<file path="src/proxy_pkg.sv">
package proxy_pkg;

    // --------------------
    // Bus widths
    // --------------------
    localparam int APB_ADDR_WID = 12;
    localparam int APB_DATA_WID = 32;

    // Byte offset inside one region window
    localparam int OFFSET_WID = 8;

    // --------------------
    // Region map
    // --------------------
    // Address bits 11:10 select the region
    typedef enum logic [1:0] {
        REGION_REG   = 2'd0,
        REGION_MEM   = 2'd1,
        REGION_RSVD2 = 2'd2,
        REGION_RSVD3 = 2'd3
    } region_e;

    // Register proxy window
    localparam int REG_OFS_CMD    = 'h00;
    localparam int REG_OFS_WDATA  = 'h04;
    localparam int REG_OFS_RDATA  = 'h08;
    localparam int REG_OFS_STATUS = 'h0C;

    // Memory proxy window
    localparam int MEM_OFS_ADDR    = 'h00;
    localparam int MEM_OFS_DATA_LO = 'h04;
    localparam int MEM_OFS_DATA_HI = 'h08;
    localparam int MEM_OFS_CMD     = 'h0C;

    // --------------------
    // Inner register file
    // --------------------
    localparam int INNER_IDX_WID = 3;
    localparam int IDX_PRE       = 0;
    localparam int IDX_POST      = 1;
    localparam int IDX_TRIGGER   = 2;
    localparam int IDX_STATUS    = 3;

    localparam logic [31:0] ID_PRE  = 32'h2050_5245;  // " PRE"
    localparam logic [31:0] ID_POST = 32'h504F_5354;  // "POST"

    // Read command to valid data, in cycles
    localparam int MEM_RD_LATENCY = 2;

endpackage : proxy_pkg

</file>
<file path="src/proxy_bus_if.sv">
`timescale 1ns/1ps

// One request/response channel from the APB decoder to a proxy.
// req is held until ready, ready is a single-cycle pulse.
interface proxy_bus_if;

    // Request, driven by the decoder
    logic                                 req;
    logic                                 write;
    logic [proxy_pkg::OFFSET_WID-1:0]     offset;
    logic [proxy_pkg::APB_DATA_WID-1:0]   wdata;

    // Response, valid while ready is high
    logic [proxy_pkg::APB_DATA_WID-1:0]   rdata;
    logic                                 ready;
    logic                                 err;

    modport host (
        output req,
        output write,
        output offset,
        output wdata,
        input  rdata,
        input  ready,
        input  err
    );

    modport target (
        input  req,
        input  write,
        input  offset,
        input  wdata,
        output rdata,
        output ready,
        output err
    );

endinterface : proxy_bus_if

</file>
<file path="src/reg_proxy.sv">
`timescale 1ns/1ps

module reg_proxy (
    input  logic        clk,
    input  logic        srst,
    proxy_bus_if.target bus
);

    localparam int DATA_WID    = proxy_pkg::APB_DATA_WID;
    localparam int IDX_WID     = proxy_pkg::INNER_IDX_WID;
    localparam int CMD_WR_BIT  = 8;
    localparam int NUM_SCRATCH = 4;
    localparam int SCR_SEL_WID = $clog2(NUM_SCRATCH);

    logic                accept;
    logic                inner_go;
    logic                cmd_wr;
    logic [IDX_WID-1:0]  cmd_idx;
    logic                inner_wr_bad;
    logic [DATA_WID-1:0] inner_rd_val;
    logic [DATA_WID-1:0] win_rd_val;
    logic                win_err;

    logic [DATA_WID-1:0] cmd_q;
    logic [DATA_WID-1:0] wdata_q;
    logic [DATA_WID-1:0] rdata_q;
    logic                sticky_err_q;

    logic [DATA_WID-1:0] trigger_q;
    logic [DATA_WID-1:0] status_q;
    logic [DATA_WID-1:0] scratch_q [NUM_SCRATCH];

    assign accept  = bus.req && !bus.ready;
    assign cmd_wr  = bus.wdata[CMD_WR_BIT];
    assign cmd_idx = bus.wdata[IDX_WID-1:0];

    // A write to CMD runs one inner access
    assign inner_go = accept && bus.write && (int'(bus.offset) == proxy_pkg::REG_OFS_CMD);

    // Identity words and captured status are not writable
    assign inner_wr_bad = (int'(cmd_idx) == proxy_pkg::IDX_PRE)
                       || (int'(cmd_idx) == proxy_pkg::IDX_POST)
                       || (int'(cmd_idx) == proxy_pkg::IDX_STATUS);

    // --------------------
    // Inner read mux
    // --------------------
    always_comb begin
        case (int'(cmd_idx))
            proxy_pkg::IDX_PRE:     inner_rd_val = proxy_pkg::ID_PRE;
            proxy_pkg::IDX_POST:    inner_rd_val = proxy_pkg::ID_POST;
            proxy_pkg::IDX_TRIGGER: inner_rd_val = trigger_q;
            proxy_pkg::IDX_STATUS:  inner_rd_val = status_q;
            default:                inner_rd_val = scratch_q[cmd_idx[SCR_SEL_WID-1:0]];
        endcase
    end

    // Window read mux and offset check
    always_comb begin
        win_rd_val = '0;
        win_err    = 1'b0;
        case (int'(bus.offset))
            proxy_pkg::REG_OFS_CMD:    win_rd_val = cmd_q;
            proxy_pkg::REG_OFS_WDATA:  win_rd_val = wdata_q;
            proxy_pkg::REG_OFS_RDATA:  win_rd_val = rdata_q;
            proxy_pkg::REG_OFS_STATUS: win_rd_val = DATA_WID'(sticky_err_q);
            default:                   win_err    = 1'b1;
        endcase
    end

    // --------------------
    // Window control
    // --------------------
    always_ff @(posedge clk) begin
        if (srst) begin
            bus.ready    <= 1'b0;
            bus.err      <= 1'b0;
            cmd_q        <= '0;
            sticky_err_q <= 1'b0;
        end else begin
            bus.ready <= accept;
            bus.err   <= accept && win_err;
            if (inner_go) begin
                cmd_q <= bus.wdata;
            end
            // Sticky error, cleared by any STATUS write
            if (inner_go && cmd_wr && inner_wr_bad) begin
                sticky_err_q <= 1'b1;
            end else if (accept && bus.write
                         && (int'(bus.offset) == proxy_pkg::REG_OFS_STATUS)) begin
                sticky_err_q <= 1'b0;
            end
        end
    end

    always_ff @(posedge clk) begin
        if (accept && bus.write && (int'(bus.offset) == proxy_pkg::REG_OFS_WDATA)) begin
            wdata_q <= bus.wdata;
        end
        if (inner_go && !cmd_wr) begin
            rdata_q <= inner_rd_val;
        end
        bus.rdata <= win_rd_val;
    end

    // --------------------
    // Inner register file
    // --------------------
    always_ff @(posedge clk) begin
        if (srst) begin
            trigger_q <= '0;
            status_q  <= '0;
            scratch_q <= '{default: '0};
        end else if (inner_go && cmd_wr) begin
            if (int'(cmd_idx) == proxy_pkg::IDX_TRIGGER) begin
                trigger_q <= wdata_q;
                // Status follows every trigger write
                status_q  <= wdata_q;
            end else if (cmd_idx[IDX_WID-1]) begin
                scratch_q[cmd_idx[SCR_SEL_WID-1:0]] <= wdata_q;
            end
        end
    end

endmodule : reg_proxy

</file>
<file path="src/flat_wrapper.sv">
// flat-port wrapper written by rule: the top's interface ports become plain ports
module reg_proxy_flat 
  (clk, srst, bus_req, bus_write, bus_offset, bus_wdata, bus_rdata, bus_ready, bus_err);
  proxy_bus_if bus_i ();
  input  logic clk;
  input  logic srst;
  input wire logic [$bits(bus_i.req)-1:0] bus_req;
  input wire logic [$bits(bus_i.write)-1:0] bus_write;
  input wire logic [$bits(bus_i.offset)-1:0] bus_offset;
  input wire logic [$bits(bus_i.wdata)-1:0] bus_wdata;
  output wire logic [$bits(bus_i.rdata)-1:0] bus_rdata;
  output wire logic [$bits(bus_i.ready)-1:0] bus_ready;
  output wire logic [$bits(bus_i.err)-1:0] bus_err;
  assign bus_i.req = bus_req;
  assign bus_i.write = bus_write;
  assign bus_i.offset = bus_offset;
  assign bus_i.wdata = bus_wdata;
  assign bus_rdata = bus_i.rdata;
  assign bus_ready = bus_i.ready;
  assign bus_err = bus_i.err;
  reg_proxy u_core (.clk(clk), .srst(srst), .bus(bus_i));
endmodule
</file>
<file path="config.mk">
export PLATFORM = sky130hd
export DESIGN_NAME = reg_proxy_flat
export DESIGN_NICKNAME = d
export VERILOG_FILES = /design/src/proxy_pkg.sv /design/src/proxy_bus_if.sv /design/src/reg_proxy.sv /design/src/flat_wrapper.sv
export SDC_FILE = /design/constraint.sdc
export NUM_CORES = 1
export LEC_CHECK = 0
export BUFFER_PORTS_ARGS = -buffer_cell sky130_fd_sc_hd__buf_2
export CORE_AREA = 5 5 144 160
export DETAILED_ROUTE_END_ITERATION = 7
export DIE_AREA = 0 0 149 165
export PLACE_DENSITY = 0.81
export SYNTH_ARGS = -nofsm -noshare
export SYNTH_HDL_FRONTEND = slang
export SYNTH_SLANG_ARGS = --single-unit
</file>
<file path="constraint.sdc">
create_clock -name clk -period 4.5 [get_ports clk]
set_input_delay 0.675 -clock clk [delete_from_list [all_inputs] [get_ports clk]]
set_output_delay 0.675 -clock clk [all_outputs]
set_load 0.01 [all_outputs]
</file>
* Word-level counts from Yosys, hierarchy flattened
Cells that the tools add are included.
Storage, ports and cells: input bits 44, memory bits (writable) 0, ROM bits 0, word-level logic and storage cells 61, bits in registers 291, memories 0, output and inout bits 34, latch bits 0
Operators by class: reductions and logical operators 23, add/sub/neg operators 0, equal/unequal tests 11, multipliers 0, div/mod/pow operators 0, $lt $le $gt $ge 2, multiplexer cells 11, bitwise operators 2, shifts and indexed selects 0
Operator list (number):
- 128-bit bitwise mux | 1
- 32-bit one-hot mux with 4 select lines | 1
- 32-bit two-way mux | 3
- 32-bit one-hot mux with 3 select lines | 1
- 32-bit binary-select mux with 2-bit select | 1
- 32-bit demux with 2-bit select | 1
- 8-bit by 4-bit equality test with 1-bit output (second input constant) | 3
- 8-bit zero test | 2
- 1-bit logical AND | 10
- 3-bit by 2-bit equality test with 1-bit output (second input constant) | 3
- 8-bit by 3-bit equality test with 1-bit output (second input constant) | 1
- 8-bit by 5-bit equality test with 1-bit output (second input constant) | 1
- 3-bit equality test (second input constant) | 2
- 3-bit zero test | 2
- 4-bit OR reduction | 1
- 3-bit by 1-bit equality test with 1-bit output (second input constant) | 1
- 3-bit >= comparator (second input constant) | 1
- 3-bit by 1-bit < comparator with 1-bit output (second input constant) | 1
- 1-bit two-way mux | 3
- 2-bit NOT with 3-bit output | 1
- 3-bit AND reduction | 1
- 1-bit zero test | 2
- 1-bit logical OR | 2
- 2-bit AND reduction | 1
- 3 further kinds | 3

* Depth between registers and ports, before layout
word-level depth 7, gate-level depth with buffers 6, gate-level depth less buffers 3

* Worst setup path before layout
OpenSTA, ideal clock, no wires.
path type input to register, start input port bus_offset[1], end register u_core.rdata_q[0] (enable), setup slack 0.831 ns, stages on the path 4, data arrival time 3.244 ns, required time 4.075 ns, library setup time 0.425 ns, path buffers 1, cells stage by stage nor4_4 > and4_1 > buf_6 > nor2b_1
Between the ends: longest elaborated chain between the ends 3
RTL lines:
- start, declared | line flat_wrapper.sv:9 | input wire logic [$bits(bus_i.offset)-1:0] bus_offset;
- 8-bit zero test | line reg_proxy.sv:38 | assign inner_go = accept && bus.write && (int'(bus.offset) == proxy_pkg::REG_OFS_CMD);
- 1-bit logical AND | line reg_proxy.sv:38
- 1-bit logical AND | line reg_proxy.sv:100 | if (inner_go && !cmd_wr) begin
- end signal, assigned | line reg_proxy.sv:101 | rdata_q <= inner_rd_val;
- end, declared | line reg_proxy.sv:26 | logic [DATA_WID-1:0] rdata_q;
Every way passes these cells. A chain may end at the register's enable or synchronous reset.

* Worst setup path in the final report
start input port bus_offset[1], end register u_core.rdata_q[28] (enable)
The elaborated chain is that of the path after synthesis.

==> run metrics <==
sequential share of the synthesized area=51.0%; Starting Density=60.0%; largest net degree at the start of global routing=95; Final TNS setup=0 ns; DRC errors left=0; ys async rst share=0%; Pwr Total=0.00542 W; final setup vio count=0; via count=8155; Post-Syn Instances=1078; Final Hold Fails=0; DR WL/cell=19.5 um; worst-path fanout max=18; Tmin final=2.59 ns; GPL Wtd Cong=0.782; first-pass GRT wire length=44900 um; FMAX=0.387 GHz; Buffers on Ports=77; Pleak=5.87 nW; top post-synthesis cells by area=dfxtp_1 (36%), mux2i_1 (18%), edfxtp_1 (15%); Clock Path Buffers=3; ANT nets after route=0; cts hold-fix bufs=0; CP Data Required Time=4.71 ns; CP Class=in -> reg; Syn Area/Cell=11.8 um^2; area grow syn2layout=11.4%; routed vias/inst=5.70; Worst Clk Skew=0.0124 ns; final worst-path cycle share=57.5%; RSZ-0062 raised after global routing=no; # IOs=78; # H-tree levels=1; die width=149 um; layout cells sized above 1=16.5%; final wirelength=27900 um; Resized cells post-CTS=0; post-DP HPWL=17000 um; clock slew at reported path FFs=0.06 ns; clock root buffer master=clkbuf_16; total gr overflow=0; Yosys reg bits=291; CP startpoint kind=primary input; DRT iter0 DRCs=517; Worst Setup End Kind=flop; Peak VDD IR=0.247 mV; Core ar.=21200 um^2; status=finished, final reports clean; fin nets=1162; setup bufs post-CTS=0; Worst-Margin Slew=1.01 ns; worst hold-check path type=in -> reg; Synth area leader=dfxtp_1; Slew Limit Fails=0; total CTS buffers=28; drt first pass iters=5; ant diodes=0; # rows=56; post-synth top area share=35.8%; Rel. slew slack=32.2%; Yosys cell types=31; initial antenna violation count=0; vias in the first global route=8331; CTS Sinks=291; All-Layer GR Usage=22.7%; Worst EP arrival=2.79 ns; number of synthesized flops with an enable pin=64; Die H=165 um; Synth Cell Area=12700 um^2; pwr dens=383 nW/um^2; worst skew pair latency=0.53 ns; final hold slack=0.337 ns; Yosys warning count=0; die area=24600 um^2; max-cap viol count=0; Most used DFF post-synth=dfxtp_1; syn_nets=1122; CTS tree=built
[critical path: stages]
cell and delay [ns]:
buf_2 0.11, nor4_4 0.73, and4_2 0.38, nor2b_4 0.48
buf_4 0.40
[synthesized netlist by cell type, types with 4 or more instances]
cell         n
nand2b_1   257
clkbuf_1    51
mux4_2      33
o21ai_0     23
nand2_1     42
nor2b_1      8
buf_4       13
nor3b_1      8
mux2i_1    223
inv_1        6
a21oi_1     14
buf_1        4
buf_2        8
nand4_4      4
edfxtp_1    64
dfxtp_1    227
nor2_1      33
a2bb2oi_1   31
buf_12       6
[cell families (layout without fill, tap and decap cells)]
| kind of cell | Yosys count | count (layout) | synth area share (%) |
|---|---|---|---|
| DFF | 291 | 291 | 51.0 |
| muxes | 256 | 256 | 23.4 |
| AOI/OAI and AO/OA | 72 | 72 | 3.85 |
| and+or+nand+nor | 368 | 368 | 17.6 |
| buffers and inverters | 91 | 153 | 4.10 |
[through the flow]
step | util (%) | cells | setup WS, ns | cell area [um^2]
finish | 66.8 | 1430 | 1.91 | 14100
global route | 66.8 | 1430 | 1.85 | 14100
CTS | 66.8 | 1430 | 1.93 | 14100
detailed placement | 62.0 | 1378 | 1.38 | 13100
global placement | 62.0 | 1378 | 1.42 | 13100
floorplan | - | 1078 | 0.831 | 12700
[per-layer routing]
metal / GRT usage, % / vias to the layer above / part of all wire [%]
li1: - / 3820 / -
met1: 30.5 / 4097 / 44
met2: 39.9 / 198 / 49
met3: 3.02 / 40 / 5.0
met4: 4.37 / 0 / 1.4
met5: 0 / - / 0
[state kept, by name, summed over array words and instances, names as in the netlist]
name / count
u_core.wdata_q: 32
u_core.trigger_q: 32
u_core.bus.ready: 1
u_core.bus.rdata: 32
u_core.scratch_q: 128
u_core.cmd_q: 32
u_core.rdata_q: 32
u_core.sticky_err_q: 1
u_core.bus.err: 1
[final cells by class]
cell class              instances  area [um^2]
clock inverters                16          185
well taps                     290          363
multi-input cells             696         5720
flip-flops and latches        291         6470
fillers                      1594         7030
repair buffers                 95          548
clock buffers                  36          823
inverters                       6         22.5
[cells in the final DEF, fill, tap and decap left out, types with 3 or more instances in the layout]
cell type and count:
a21oi_1 14, a2bb2oi_1 31, buf_2 76, buf_4 17, bufinv_16 4, clkbuf_16 30
clkbuf_8 5, clkinv_1 3, clkinv_2 6, dfxtp_1 227, edfxtp_1 64, inv_1 6
mux2i_1 223, mux4_2 33, nand2_1 42, nand2b_1 257, nand4_4 4, nor2_1 33
nor2b_1 5, nor3b_1 8, o21ai_0 23, o31ai_1 3
[report_power, final]
part           internal [W]  switching [W]  leakage, nW
Combinational      0.000107       0.000138         2.99
Clock               0.00152       0.000986        0.496
Sequential          0.00266    0.000000887         2.38
Total               0.00429        0.00112         5.87
[worst paths after layout]
check                                   start                      endpoint  slack [ns]  cells past startpoint
setup / recovery                bus_offset[1]  u_core.rdata_q[28]$_DFFE_PP_        1.91                      5
hold / removal                  bus_wdata[25]  u_core.wdata_q[25]$_DFFE_PP_        0.34                      1
setup reg to reg  u_core.bus.ready$_SDFF_PP0_  u_core.rdata_q[28]$_DFFE_PP_        2.09                      4
hold reg to reg   u_core.bus.ready$_SDFF_PP0_   u_core.bus.ready$_SDFF_PP0_        0.45                      1
No activity file was read; power rests on OpenSTA's default activity.
