## src/proxy_pkg.sv

```systemverilog
package proxy_pkg;

    // --------------------
    // Bus widths
    // --------------------
    localparam int APB_ADDR_WID = 12;
    localparam int APB_DATA_WID = 32;

    // Byte offset inside one region window
    localparam int OFFSET_WID = 8;

    // --------------------
    // Region map
    // --------------------
    // Address bits 11:10 select the region
    typedef enum logic [1:0] {
        REGION_REG   = 2'd0,
        REGION_MEM   = 2'd1,
        REGION_RSVD2 = 2'd2,
        REGION_RSVD3 = 2'd3
    } region_e;

    // Register proxy window
    localparam int REG_OFS_CMD    = 'h00;
    localparam int REG_OFS_WDATA  = 'h04;
    localparam int REG_OFS_RDATA  = 'h08;
    localparam int REG_OFS_STATUS = 'h0C;

    // Memory proxy window
    localparam int MEM_OFS_ADDR    = 'h00;
    localparam int MEM_OFS_DATA_LO = 'h04;
    localparam int MEM_OFS_DATA_HI = 'h08;
    localparam int MEM_OFS_CMD     = 'h0C;

    // --------------------
    // Inner register file
    // --------------------
    localparam int INNER_IDX_WID = 3;
    localparam int IDX_PRE       = 0;
    localparam int IDX_POST      = 1;
    localparam int IDX_TRIGGER   = 2;
    localparam int IDX_STATUS    = 3;

    localparam logic [31:0] ID_PRE  = 32'h2050_5245;  // " PRE"
    localparam logic [31:0] ID_POST = 32'h504F_5354;  // "POST"

    // Read command to valid data, in cycles
    localparam int MEM_RD_LATENCY = 2;

endpackage : proxy_pkg

```

## src/proxy_bus_if.sv

```systemverilog
`timescale 1ns/1ps

// One request/response channel from the APB decoder to a proxy.
// req is held until ready, ready is a single-cycle pulse.
interface proxy_bus_if;

    // Request, driven by the decoder
    logic                                 req;
    logic                                 write;
    logic [proxy_pkg::OFFSET_WID-1:0]     offset;
    logic [proxy_pkg::APB_DATA_WID-1:0]   wdata;

    // Response, valid while ready is high
    logic [proxy_pkg::APB_DATA_WID-1:0]   rdata;
    logic                                 ready;
    logic                                 err;

    modport host (
        output req,
        output write,
        output offset,
        output wdata,
        input  rdata,
        input  ready,
        input  err
    );

    modport target (
        input  req,
        input  write,
        input  offset,
        input  wdata,
        output rdata,
        output ready,
        output err
    );

endinterface : proxy_bus_if

```

## src/proxy_apb_decoder.sv

```systemverilog
`timescale 1ns/1ps

module proxy_apb_decoder (
    input  logic                                clk,
    input  logic                                srst,

    input  logic                                i_psel,
    input  logic                                i_penable,
    input  logic                                i_pwrite,
    input  logic [proxy_pkg::APB_ADDR_WID-1:0]  i_paddr,
    input  logic [proxy_pkg::APB_DATA_WID-1:0]  i_pwdata,
    output logic [proxy_pkg::APB_DATA_WID-1:0]  o_prdata,
    output logic                                o_pready,
    output logic                                o_pslverr,

    proxy_bus_if.host                           reg_bus,
    proxy_bus_if.host                           mem_bus
);

    proxy_pkg::region_e region;
    logic               access;
    logic               sel_reg;
    logic               sel_mem;
    logic               unmapped;
    logic               done_q;

    // --------------------
    // Region decode
    // --------------------
    assign region = proxy_pkg::region_e'(i_paddr[proxy_pkg::APB_ADDR_WID-1 -: 2]);

    // Access phase masked in the cycle right after a completion
    assign access = i_psel && i_penable && !done_q;

    always_comb begin
        sel_reg  = 1'b0;
        sel_mem  = 1'b0;
        unmapped = 1'b0;
        case (region)
            proxy_pkg::REGION_REG:   sel_reg  = access;
            proxy_pkg::REGION_MEM:   sel_mem  = access;
            proxy_pkg::REGION_RSVD2: unmapped = access;
            proxy_pkg::REGION_RSVD3: unmapped = access;
            default:                 unmapped = access;
        endcase
    end

    always_ff @(posedge clk) begin
        if (srst) begin
            done_q <= 1'b0;
        end else begin
            done_q <= o_pready;
        end
    end

    // --------------------
    // Requests to proxies
    // --------------------
    assign reg_bus.req    = sel_reg;
    assign reg_bus.write  = i_pwrite;
    assign reg_bus.offset = i_paddr[proxy_pkg::OFFSET_WID-1:0];
    assign reg_bus.wdata  = i_pwdata;

    assign mem_bus.req    = sel_mem;
    assign mem_bus.write  = i_pwrite;
    assign mem_bus.offset = i_paddr[proxy_pkg::OFFSET_WID-1:0];
    assign mem_bus.wdata  = i_pwdata;

    // --------------------
    // Response merge
    // --------------------
    // Unmapped regions answer at once with zero data
    assign o_pready  = unmapped || reg_bus.ready || mem_bus.ready;

    // Proxies raise err only in their ready cycle
    assign o_pslverr = unmapped || reg_bus.err || mem_bus.err;

    always_comb begin
        o_prdata = '0;
        if (reg_bus.ready) begin
            o_prdata = reg_bus.rdata;
        end else if (mem_bus.ready) begin
            o_prdata = mem_bus.rdata;
        end
    end

endmodule : proxy_apb_decoder

```

## src/flat_wrapper.sv

```systemverilog
// flat-port wrapper written by rule: the top's interface ports become plain ports
module proxy_apb_decoder_flat 
  (clk, srst, i_psel, i_penable, i_pwrite, i_paddr, i_pwdata, o_prdata, o_pready, o_pslverr, reg_bus_req, reg_bus_write, reg_bus_offset, reg_bus_wdata, reg_bus_rdata, reg_bus_ready, reg_bus_err, mem_bus_req, mem_bus_write, mem_bus_offset, mem_bus_wdata, mem_bus_rdata, mem_bus_ready, mem_bus_err);
  proxy_bus_if reg_bus_i ();
  proxy_bus_if mem_bus_i ();
  input  logic clk;
  input  logic srst;
  input  logic i_psel;
  input  logic i_penable;
  input  logic i_pwrite;
  input  logic [proxy_pkg::APB_ADDR_WID-1:0] i_paddr;
  input  logic [proxy_pkg::APB_DATA_WID-1:0] i_pwdata;
  output logic [proxy_pkg::APB_DATA_WID-1:0] o_prdata;
  output logic o_pready;
  output logic o_pslverr;
  output wire logic [$bits(reg_bus_i.req)-1:0] reg_bus_req;
  output wire logic [$bits(reg_bus_i.write)-1:0] reg_bus_write;
  output wire logic [$bits(reg_bus_i.offset)-1:0] reg_bus_offset;
  output wire logic [$bits(reg_bus_i.wdata)-1:0] reg_bus_wdata;
  input wire logic [$bits(reg_bus_i.rdata)-1:0] reg_bus_rdata;
  input wire logic [$bits(reg_bus_i.ready)-1:0] reg_bus_ready;
  input wire logic [$bits(reg_bus_i.err)-1:0] reg_bus_err;
  output wire logic [$bits(mem_bus_i.req)-1:0] mem_bus_req;
  output wire logic [$bits(mem_bus_i.write)-1:0] mem_bus_write;
  output wire logic [$bits(mem_bus_i.offset)-1:0] mem_bus_offset;
  output wire logic [$bits(mem_bus_i.wdata)-1:0] mem_bus_wdata;
  input wire logic [$bits(mem_bus_i.rdata)-1:0] mem_bus_rdata;
  input wire logic [$bits(mem_bus_i.ready)-1:0] mem_bus_ready;
  input wire logic [$bits(mem_bus_i.err)-1:0] mem_bus_err;
  assign reg_bus_req = reg_bus_i.req;
  assign reg_bus_write = reg_bus_i.write;
  assign reg_bus_offset = reg_bus_i.offset;
  assign reg_bus_wdata = reg_bus_i.wdata;
  assign reg_bus_i.rdata = reg_bus_rdata;
  assign reg_bus_i.ready = reg_bus_ready;
  assign reg_bus_i.err = reg_bus_err;
  assign mem_bus_req = mem_bus_i.req;
  assign mem_bus_write = mem_bus_i.write;
  assign mem_bus_offset = mem_bus_i.offset;
  assign mem_bus_wdata = mem_bus_i.wdata;
  assign mem_bus_i.rdata = mem_bus_rdata;
  assign mem_bus_i.ready = mem_bus_ready;
  assign mem_bus_i.err = mem_bus_err;
  proxy_apb_decoder u_core (.clk(clk), .srst(srst), .i_psel(i_psel), .i_penable(i_penable), .i_pwrite(i_pwrite), .i_paddr(i_paddr), .i_pwdata(i_pwdata), .o_prdata(o_prdata), .o_pready(o_pready), .o_pslverr(o_pslverr), .reg_bus(reg_bus_i), .mem_bus(mem_bus_i));
endmodule
```

## config.mk

```make
export PLATFORM = sky130hd
export DESIGN_NAME = proxy_apb_decoder_flat
export DESIGN_NICKNAME = d
export VERILOG_FILES = /design/src/proxy_pkg.sv /design/src/proxy_bus_if.sv /design/src/proxy_apb_decoder.sv /design/src/flat_wrapper.sv
export SDC_FILE = /design/constraint.sdc
export NUM_CORES = 1
export LEC_CHECK = 0
export ABC_AREA = 1
export ABC_CLOCK_PERIOD_IN_PS = 800
export BUFFER_PORTS_ARGS = -buffer_cell sky130_fd_sc_hd__buf_2
export CORE_AREA = 5 5 87 89
export CTS_CLUSTER_DIAMETER = 100
export DETAILED_ROUTE_END_ITERATION = 6
export DIE_AREA = 0 0 92 94
export PLACE_DENSITY_LB_ADDON = 0.3
export SYNTH_ARGS = -nofsm -noshare
export SYNTH_HDL_FRONTEND = slang
export SYNTH_SLANG_ARGS = --single-unit
```

## constraint.sdc

```tcl
create_clock -name clk -period 0.8 [get_ports clk]
set_input_delay 0.16 -clock clk [delete_from_list [all_inputs] [get_ports clk]]
set_output_delay 0.16 -clock clk [all_outputs]
set_load 0.01 [all_outputs]
```

Yosys cells after proc, flatten, opt, wreduce, memory -nomap -nowiden
Index checks and enable logic that the tools add are counted.
{ "totals": {"regBits": 1, "wordCells": 18, "in_bits": 117} }
{ "classes": {"eq_ne": 3, "muxes": 5, "reduce_logical": 9} }
{ "op_table": {"columns": ["op", "count"], "rows": [
  ["$mux W32", 2],
  ["$eq A2 B2 Y1 const B", 2],
  ["$logic_or A1 B1 Y1", 4],
  ["$mux W1", 3],
  ["$eq A2 B1 Y1 const B", 1],
  ["$logic_and A1 B1 Y1", 2],
  ["$logic_not A2 Y1", 1],
  ["$reduce_or A2 Y1", 1],
  ["$logic_not A1 Y1", 1]
]} }

Depth between registers and ports, before layout
Gate-level depths: netlist (run 1).
{ "depth": {"depth_word": 5, "mapped_depth": 5, "ltp_nobuf": 3} }

Least setup slack after synthesis (run 1)
No wires, ideal clock.
{ "synth_timing": {"path_kind": "register -> output", "start": "register u_core.done_q", "end": "output mem_bus_req", "arrival_time_ps": 727, "t_required_ps": 640, "path_slack_ps": -87, "path_stages_with_launch": 4, "path_cell_list": "dfxtp_1 inv_1 nand3_1 nor3b_1"} }
{ "synth_via": {"elab_chain_len": 3} }
{ "synth_lines": {"columns": ["item", "line_no", "rtl"], "rows": [
  ["from (decl)", "proxy_apb_decoder.sv:25", "logic done_q;"],
  ["from (signal assigned)", "proxy_apb_decoder.sv:52", "done_q <= o_pready;"],
  ["$logic_not A1 Y1", "proxy_apb_decoder.sv:33", "assign access = i_psel && i_penable && !done_q;"],
  ["$logic_and A1 B1 Y1", "proxy_apb_decoder.sv:33", null],
  ["$mux W1", "proxy_apb_decoder.sv:39", "case (region)"],
  ["to (decl)", "flat_wrapper.sv:23", "output wire logic [$bits(mem_bus_i.req)-1:0] mem_bus_req;"]
]} }
Every way passes these cells.

Final worst setup path (run 1)
{ "layout_timing": {"start": "input reg_bus_ready", "end": "output o_prdata[16] (netlist name)"} }
{ "layout_via": {"elab_chain_len": 1} }
{ "layout_lines": {"columns": ["item", "line_no", "rtl"], "rows": [
  ["from (decl)", "flat_wrapper.sv:21", "input wire logic [$bits(reg_bus_i.ready)-1:0] reg_bus_ready;"],
  ["$mux W32", "proxy_apb_decoder.sv:80", "if (reg_bus.ready) begin"],
  ["to (decl)", "flat_wrapper.sv:13", "output logic [proxy_pkg::APB_DATA_WID-1:0] o_prdata;"]
]} }
Every way passes these cells.

==> key figures, run 1 <==
Route
  – Vias per cell: 4.15
  – Wire per inst: 16.1 um
  – ANT nets after route: 0
  – TritonRoute pass-1 iters: 4
  – Initial DRC Count: 18
  – Routed vias: 1298
  – DRC: 0
  – Detailed Route WL: 5.04 mm

STA
  – Max Freq: 1140 MHz
  – Sum Neg Setup Slack: -1.70 ns
  – Slew Limit Fails: 0
  – Setup Viol. Count Final: 36
  – Setup WS post-layout: -0.0748 ns
  – Min Tclk post-route: 0.875 ns
  – Worst-Margin Slew: 0.150 ns
  – Final hold viol count: 0
  – Slew HR: 90.0%
  – RSZ-0062 raised after global routing: true
  – Clock Skews: 0 ns
  – Fin crit share: 109%

Synthesis
  – Synth warn: 0
  – #FFs+latches synth: 1
  – Sequential share of the synthesized area: 1.42%
  – Cell area after synthesis: 1410 um2
  – Yosys cell types: 14
  – Cells after Synth: 201
  – Syn Nets: 318
  – Post-Syn Area per Cell: 7.02 um2

Placement
  – Port bufs: 109
  – Detail Placement HPWL: 3.52 mm
  – GPL Wtd Cong: 0.674
  – Cell count after placement: 302

Critical path
  – Worst EP required: 0.64 ns
  – CP max-delay cell: clkbuf_16
  – Origin of the worst setup path: reg_bus_ready
  – Buf/Inv on CP: 3
  – CP Capture Type: output port
  – CP Launch Type: input pin
  – CP max FO: 8
  – Delay of the slowest critical-path stage: 0.18 ns
  – Cell count of the worst reg-to-reg path: 4
  – Worst EP arrival: 0.71 ns
  – Worst r2r dst: u_core.done_q
  – FF-to-FF Start: u_core.done_q
  – R2r setup slk: 0 ns
  – WS Path Type: in -> out
  – Top Family by Delay on Critical Path: buffers and inverters
  – Worst-path cell chain: clkbuf_16 -> inv_8 -> nand3_2 -> nand2_1 -> buf_2

Die
  – Rows: 30
  – Total die area: 8650 um2
  – Die Y: 94 um
  – Die width: 92 um
  – Initial core utilization: 21.1%
  – Core Area: 6680 um2
  – Ports: 235

Global routing
  – Initial antenna violation count: 0
  – First-pass GRT wire length: 6.84 mm
  – GR Util All Layers: 9.86%
  – Largest net degree at the start of global routing: 19
  – Vias in the first global route: 1320
  – Total gr overflow: 0

Hold path
  – Hold endpoint: mem_bus_wdata[4]
  – Hold Startpoint: i_pwdata[4]
  – Worst hold path class: in -> out
  – Hold path depth: 0

Power and ir drop
  – Leakage power: 0.000974 uW
  – Cell area power density: 559 nW/um2
  – VDD IR-drop max: 153 uV

Clock network
  – Worst-Skew Late Latency: 0 ns

Cells and area
  – ANT cells: 0
  – Max reg flops: 1
  – Biggest regs: u_core.done_q x1
  – Syn-to-layout area delta: 24.8%
  – Reg with most FFs: u_core.done_q
  – Ratio of cells with drive above 1 in the final layout: 73.4%
  – Non-Filler Instances: 313
  – Final Net Count: 352

Job
  – Max_cap viols: 0

Run status
  – Failing checks: negative setup slack
  – Status: complete, but fails checks
-- cell usage after synthesis --
library cell,instances,share of area (%)
buf_12,6,8.5
nand3_2,30,21
buf_6,2,1.6
nor2_1,2,0.53
a21oi_1,1,0.35
nand4_1,1,0.44
inv_1,1,0.27
inv_8,1,0.80
dfxtp_1,1,1.4
nand2_1,66,18
buf_4,85,45
nand3_1,3,1.1
nor3_1,1,0.35
nor3b_1,1,0.53
-- power by group --
part	internal (uW)	switching, uW
registers	54.5	1.58
logic	483	445
clock network	0	0
total	538	447
-- layout make-up --
cell class / count / area [um2]
fill: 731 / 4920
timing repair inverter: 3 / 57.6
inverter: 2 / 33.8
multi-input combinational: 105 / 658
timing repair buffer: 122 / 891
sequential: 1 / 20.0
tap: 80 / 100
-- cell families (layout without fill, tap and decap cells) --
logic type      after synthesis  in the layout  share of synthesized area (%)
buf+inv                      95            127                           56.4
compound gates                1              1                          0.355
simple gates                104            104                           41.8
flops                         1              1                           1.42
-- what timing repair did --
item / in CTS / in global routing
hold endpoints to repair: 0 / 0
gates cloned: 4 / 6
endpoints found under the setup margin: 36 / 37
setup buffers: 1 / 0
hold buffers: 0 / 0
gates resized for setup: 28 / 19
pin swaps: 0 / 7
-- worst register-to-register path, stage by stage (launching register included) --
cell	delay, ns
dfxtp_1	0.29
inv_2	0.06
nand4_1	0.12
buf_4	0.17
a21oi_2	0.09
-- layer usage --
layer / GRT usage [%] / share of wire, %
met5: 0 / 0
met4: 3.84 / 3.8
met3: 3.53 / 12
met2: 21.2 / 55
met1: 7.81 / 29
-- stage by stage --
step / util, % / area, um2 / power, uW / hold WS [ns] / setup slack (ns)
6_report: 26.3 / 1760 / 985 / 0.320 / -0.0748
5_1_grt: 26.3 / 1760 / 1070 / 0.320 / -0.120
4_1_cts: 23.1 / 1550 / 881 / 0.320 / -0.0665
3_5_place_dp: 20.2 / 1350 / 746 / 0.319 / -0.232
3_3_place_gp: 20.2 / 1350 / 746 / 0.316 / -0.220
2_1_floorplan: - / 1420 / 866 / 0.229 / -0.0244
-- how the worst max path moves through the flow --
| stage | to | slack [ns] | cells after the start |
|---|---|---|---|
| after floorplan | mem_bus_req | -0.02 | 3 |
| after global placement | o_prdata[20] | -0.22 | 5 |
| after detailed placement | o_prdata[20] | -0.23 | 5 |
| after CTS | mem_bus_req | -0.07 | 4 |
| after global routing | o_prdata[16] | -0.12 | 5 |
| final | o_prdata[16] | -0.07 | 5 |
-- cell usage in the layout (no fill, tap or decap) --
master | Yosys | final
nand2_1 | 66 | 59
buf_16 | 0 | 5
nor2_1 | 2 | 1
dfxtp_1 | 1 | 1
nor3_2 | 0 | 1
nand4_1 | 1 | 1
buf_12 | 6 | 4
nor3b_2 | 0 | 1
nand2_2 | 0 | 7
nor2_2 | 0 | 1
inv_2 | 0 | 1
buf_4 | 85 | 1
inv_12 | 0 | 1
a21oi_2 | 0 | 1
buf_2 | 0 | 104
nand3_4 | 0 | 2
clkinv_16 | 0 | 2
nand3_2 | 30 | 31
buf_6 | 2 | 4
inv_8 | 1 | 1
clkbuf_16 | 0 | 4
Power figures use the tool's default switching activity.
==> run 2, diff against run 1 <==
ABC_AREA = default   (was 1)
CORE_AREA = 5 5 88 90   (was 5 5 87 89)
DIE_AREA = 0 0 93 95   (was 0 0 92 94)
==> key figures, run 2 <==
Run status
  – Status: complete, but fails checks
  – Failing checks: negative setup slack

Global routing
  – Largest net degree at the start of global routing: 21 (+2)
  – Initial antenna violation count: 0 (unchanged)
  – Vias in the first global route: 901 (-32%)
  – First-pass GRT wire length: 4.39 mm (-36%)
  – GR Util All Layers: 5.96% (-3.9 points)
  – Total gr overflow: 0 (unchanged)

Cells and area
  – Ratio of cells with drive above 1 in the final layout: 79.4% (+6.0 points)
  – Biggest regs: u_core.done_q x1
  – Fill cell count: 797 (+9.0%)
  – ANT cells: 0 (unchanged)
  – Commonest non-fill, non-tap cell in the layout: buf_2
  – Max reg flops: 1 (unchanged)
  – Non-Filler Instances: 247 (-21%)
  – Final Net Count: 284 (-19%)
  – Final Core Density: 18.2% (-8.2 points)
  – Syn-to-layout area delta: 21.0%
  – Reg with most FFs: u_core.done_q
  – Commonest non-fill, non-tap cells in the layout: 104 x buf_2, 31 x a22o_1, 8 x buf_6, 4 x buf_12, 3 x buf_4

Die
  – Initial core utilization: 15.0% (-6.1 points)
  – Ports: 235 (unchanged)
  – Rows: 31 (+3.3%)
  – Core Area: 6980 um2 (+4.5%)
  – Die Y: 95 um (+1.1%)
  – Die width: 93 um (+1.1%)
  – Total die area: 8840 um2 (+2.2%)

Placement
  – Detail Placement HPWL: 2.76 mm (-21%)
  – Port bufs: 109 (unchanged)
  – GPL Wtd Cong: 0.694 (+3.0%)
  – Pre-CTS setup slack: -0.339 ns (-0.107 ns)
  – Cell count after placement: 245 (-19%)

STA
  – Min Tclk post-route: 1.13 ns (+0.256 ns)
  – Fin crit share: 141% (+32 points)
  – Slew Limit Fails: 0 (unchanged)
  – Worst-Margin Slew: 0.205 ns (+0.0554 ns)
  – Clock Skews: 0 ns (unchanged)
  – Sum Neg Setup Slack: -7.90 ns (-6.20 ns)
  – Slew HR: 86.3% (-3.7 points)
  – RSZ-0062 raised after global routing: true
  – Setup WS post-layout: -0.331 ns (-0.256 ns)
  – Setup Viol. Count Final: 37 (+2.8%)
  – Final hold viol count: 0 (unchanged)
  – Max Freq: 884 MHz (-23%)

Synthesis
  – Synth cell count leaders: 82 x buf_4, 31 x a22o_1, 4 x buf_6, 3 x buf_2, 3 x nand2_1
  – Predominant post-synthesis flop cell: dfxtp_1
  – Sequential share of the synthesized area: 1.91% (+0.49 points)
  – Synth warn: 0 (unchanged)
  – Syn Nets: 250 (-21%)
  – Cell area after synthesis: 1050 um2 (-26%)
  – #FFs+latches synth: 1 (unchanged)
  – Cells after Synth: 133 (-34%)
  – Post-Syn Area per Cell: 7.88 um2 (+12%)
  – Yosys cell types: 14 (unchanged)
  – Leading area contributor after synthesis: buf_4
  – Most common cell in the netlist: buf_4
  – Synth area leaders: buf_4 59%, a22o_1 26%, buf_6 4.3%
  – Yosys top cell area share: 58.7% (+13 points)
  – Async S/R FF share, synth: 0% (unchanged)
  – Post-synth EDFFs: 0 (unchanged)

Power and ir drop
  – VDD IR-drop max: 203 uV (+33%)
  – Switching Fraction: 38.3% (-7.1 points)
  – Clock share of power: 0% (unchanged)
  – Leakage power: 0.000711 uW (-27%)
  – Sequential Power Share: 7.4% (+1.7 points)
  – Internal power: 470 uW (-13%)
  – Design Power: 762 uW (-23%)
  – Sw Pwr: 292 uW (-35%)
  – Combinational power share: 92.6% (-1.7 points)
  – Cell area power density: 601 nW/um2 (+7.4%)

Route
  – Vias per cell: 3.79 (-8.7%)
  – TritonRoute pass-1 iters: 4 (unchanged)
  – ANT nets after route: 0 (unchanged)
  – DRC: 0 (unchanged)
  – Routed vias: 935 (-28%)
  – Detailed Route WL: 3.18 mm (-37%)
  – Wire per inst: 12.9 um (-20%)
  – Initial DRC Count: 20 (+2)

Critical path
  – CP max-delay cell: or3_4
  – CP Launch Type: register
  – CP max FO: 3 (-5)
  – CP Capture Type: output port
  – Worst-path cell chain: and4b_1 -> or3_4 -> buf_6
  – Worst EP required: 0.64 ns (about the same)
  – Delay of the slowest critical-path stage: 0.33 ns (+0.15 ns)
  – Worst EP arrival: 0.97 ns (+0.26 ns)
  – R2r setup slk: -0.12 ns (-0.12 ns)
  – WS Path Type: reg -> out

Job
  – Max_cap viols: 0 (unchanged)

Clock network
  – Worst-Skew Late Latency: 0 ns (unchanged)
  – CTS Hold Bufs: 0 (unchanged)
  – Clock transition at path regs: 0 ns

Hold path
  – Worst hold path class: in -> out
## run 2: cell count changes after synthesis, moves of 6 or more
| cell | previous run | this run |
|---|---|---|
| nand3_2 | 30 | 0 |
| nand2_1 | 66 | 3 |
| a22o_1 | 0 | 31 |
| buf_12 | 6 | 0 |
## run 2: layer usage
metal / global-route usage [%] / vias up / share of wire [%]
li1: - / 447 / -
met2: 9.60 / 88 / 46
met3: 2.07 / 24 / 16
met4: 3.05 / 0 / 4.7
met5: 0 / - / 0
met1: 7.01 / 376 / 34
## run 2: kinds of logic after synthesis
logic type	share of synthesized area (%)
flops	1.91
compound gates	27.3
simple gates	5.97
buf+inv	64.8
## run 2: critical path: cells and delay by family, from the launching register on
kind          cells  cell delay [ns]
buf+inv           1             0.13
flops             1             0.30
simple gates      2             0.54
## run 2: power by group through the flow
stage	combinational [uW]	sequential (uW)	clock, uW
detailed placement	652	57.0	0
global placement	651	56.4	0
CTS	699	56.3	0
floorplan	705	57.0	0
global route	769	57.1	0
finish	705	56.7	0
## run 2: what timing repair did
item,in CTS,in global routing
resized for setup,14,6
endpoints found under the setup margin,37,37
pin swaps,4,1
cloned,0,0
hold endpoints to repair,0,0
setup buffers,2,1
## run 2: worst paths after layout
path | cells past startpoint | end | start
worst max-delay path | 3 | o_pslverr | u_core.done_q
worst min-delay path | 0 | mem_bus_wdata[7] | i_pwdata[7]
worst max register to register | 2 | u_core.done_q | u_core.done_q
worst min register to register | 2 | u_core.done_q | u_core.done_q
## run 2: stage by stage
| stage | instance area, um2 | hold WS, ns |
|---|---|---|
| after floorplan | 1070 | 0.303 |
| after global placement | 1160 | 0.320 |
| after detailed placement | 1160 | 0.320 |
| after CTS | 1240 | 0.320 |
| after global routing | 1270 | 0.320 |
| final | 1270 | 0.320 |
## run 2: final cells by class
type | instances | area (um2) | area share, %
Tap cell | 82 | 103 | 8.09
Timing Repair Buffer | 121 | 743 | 58.6
Inverter | 1 | 3.75 | 0.296
Multi-Input combinational cell | 42 | 398 | 31.4
Sequential cell | 1 | 21.3 | 1.68
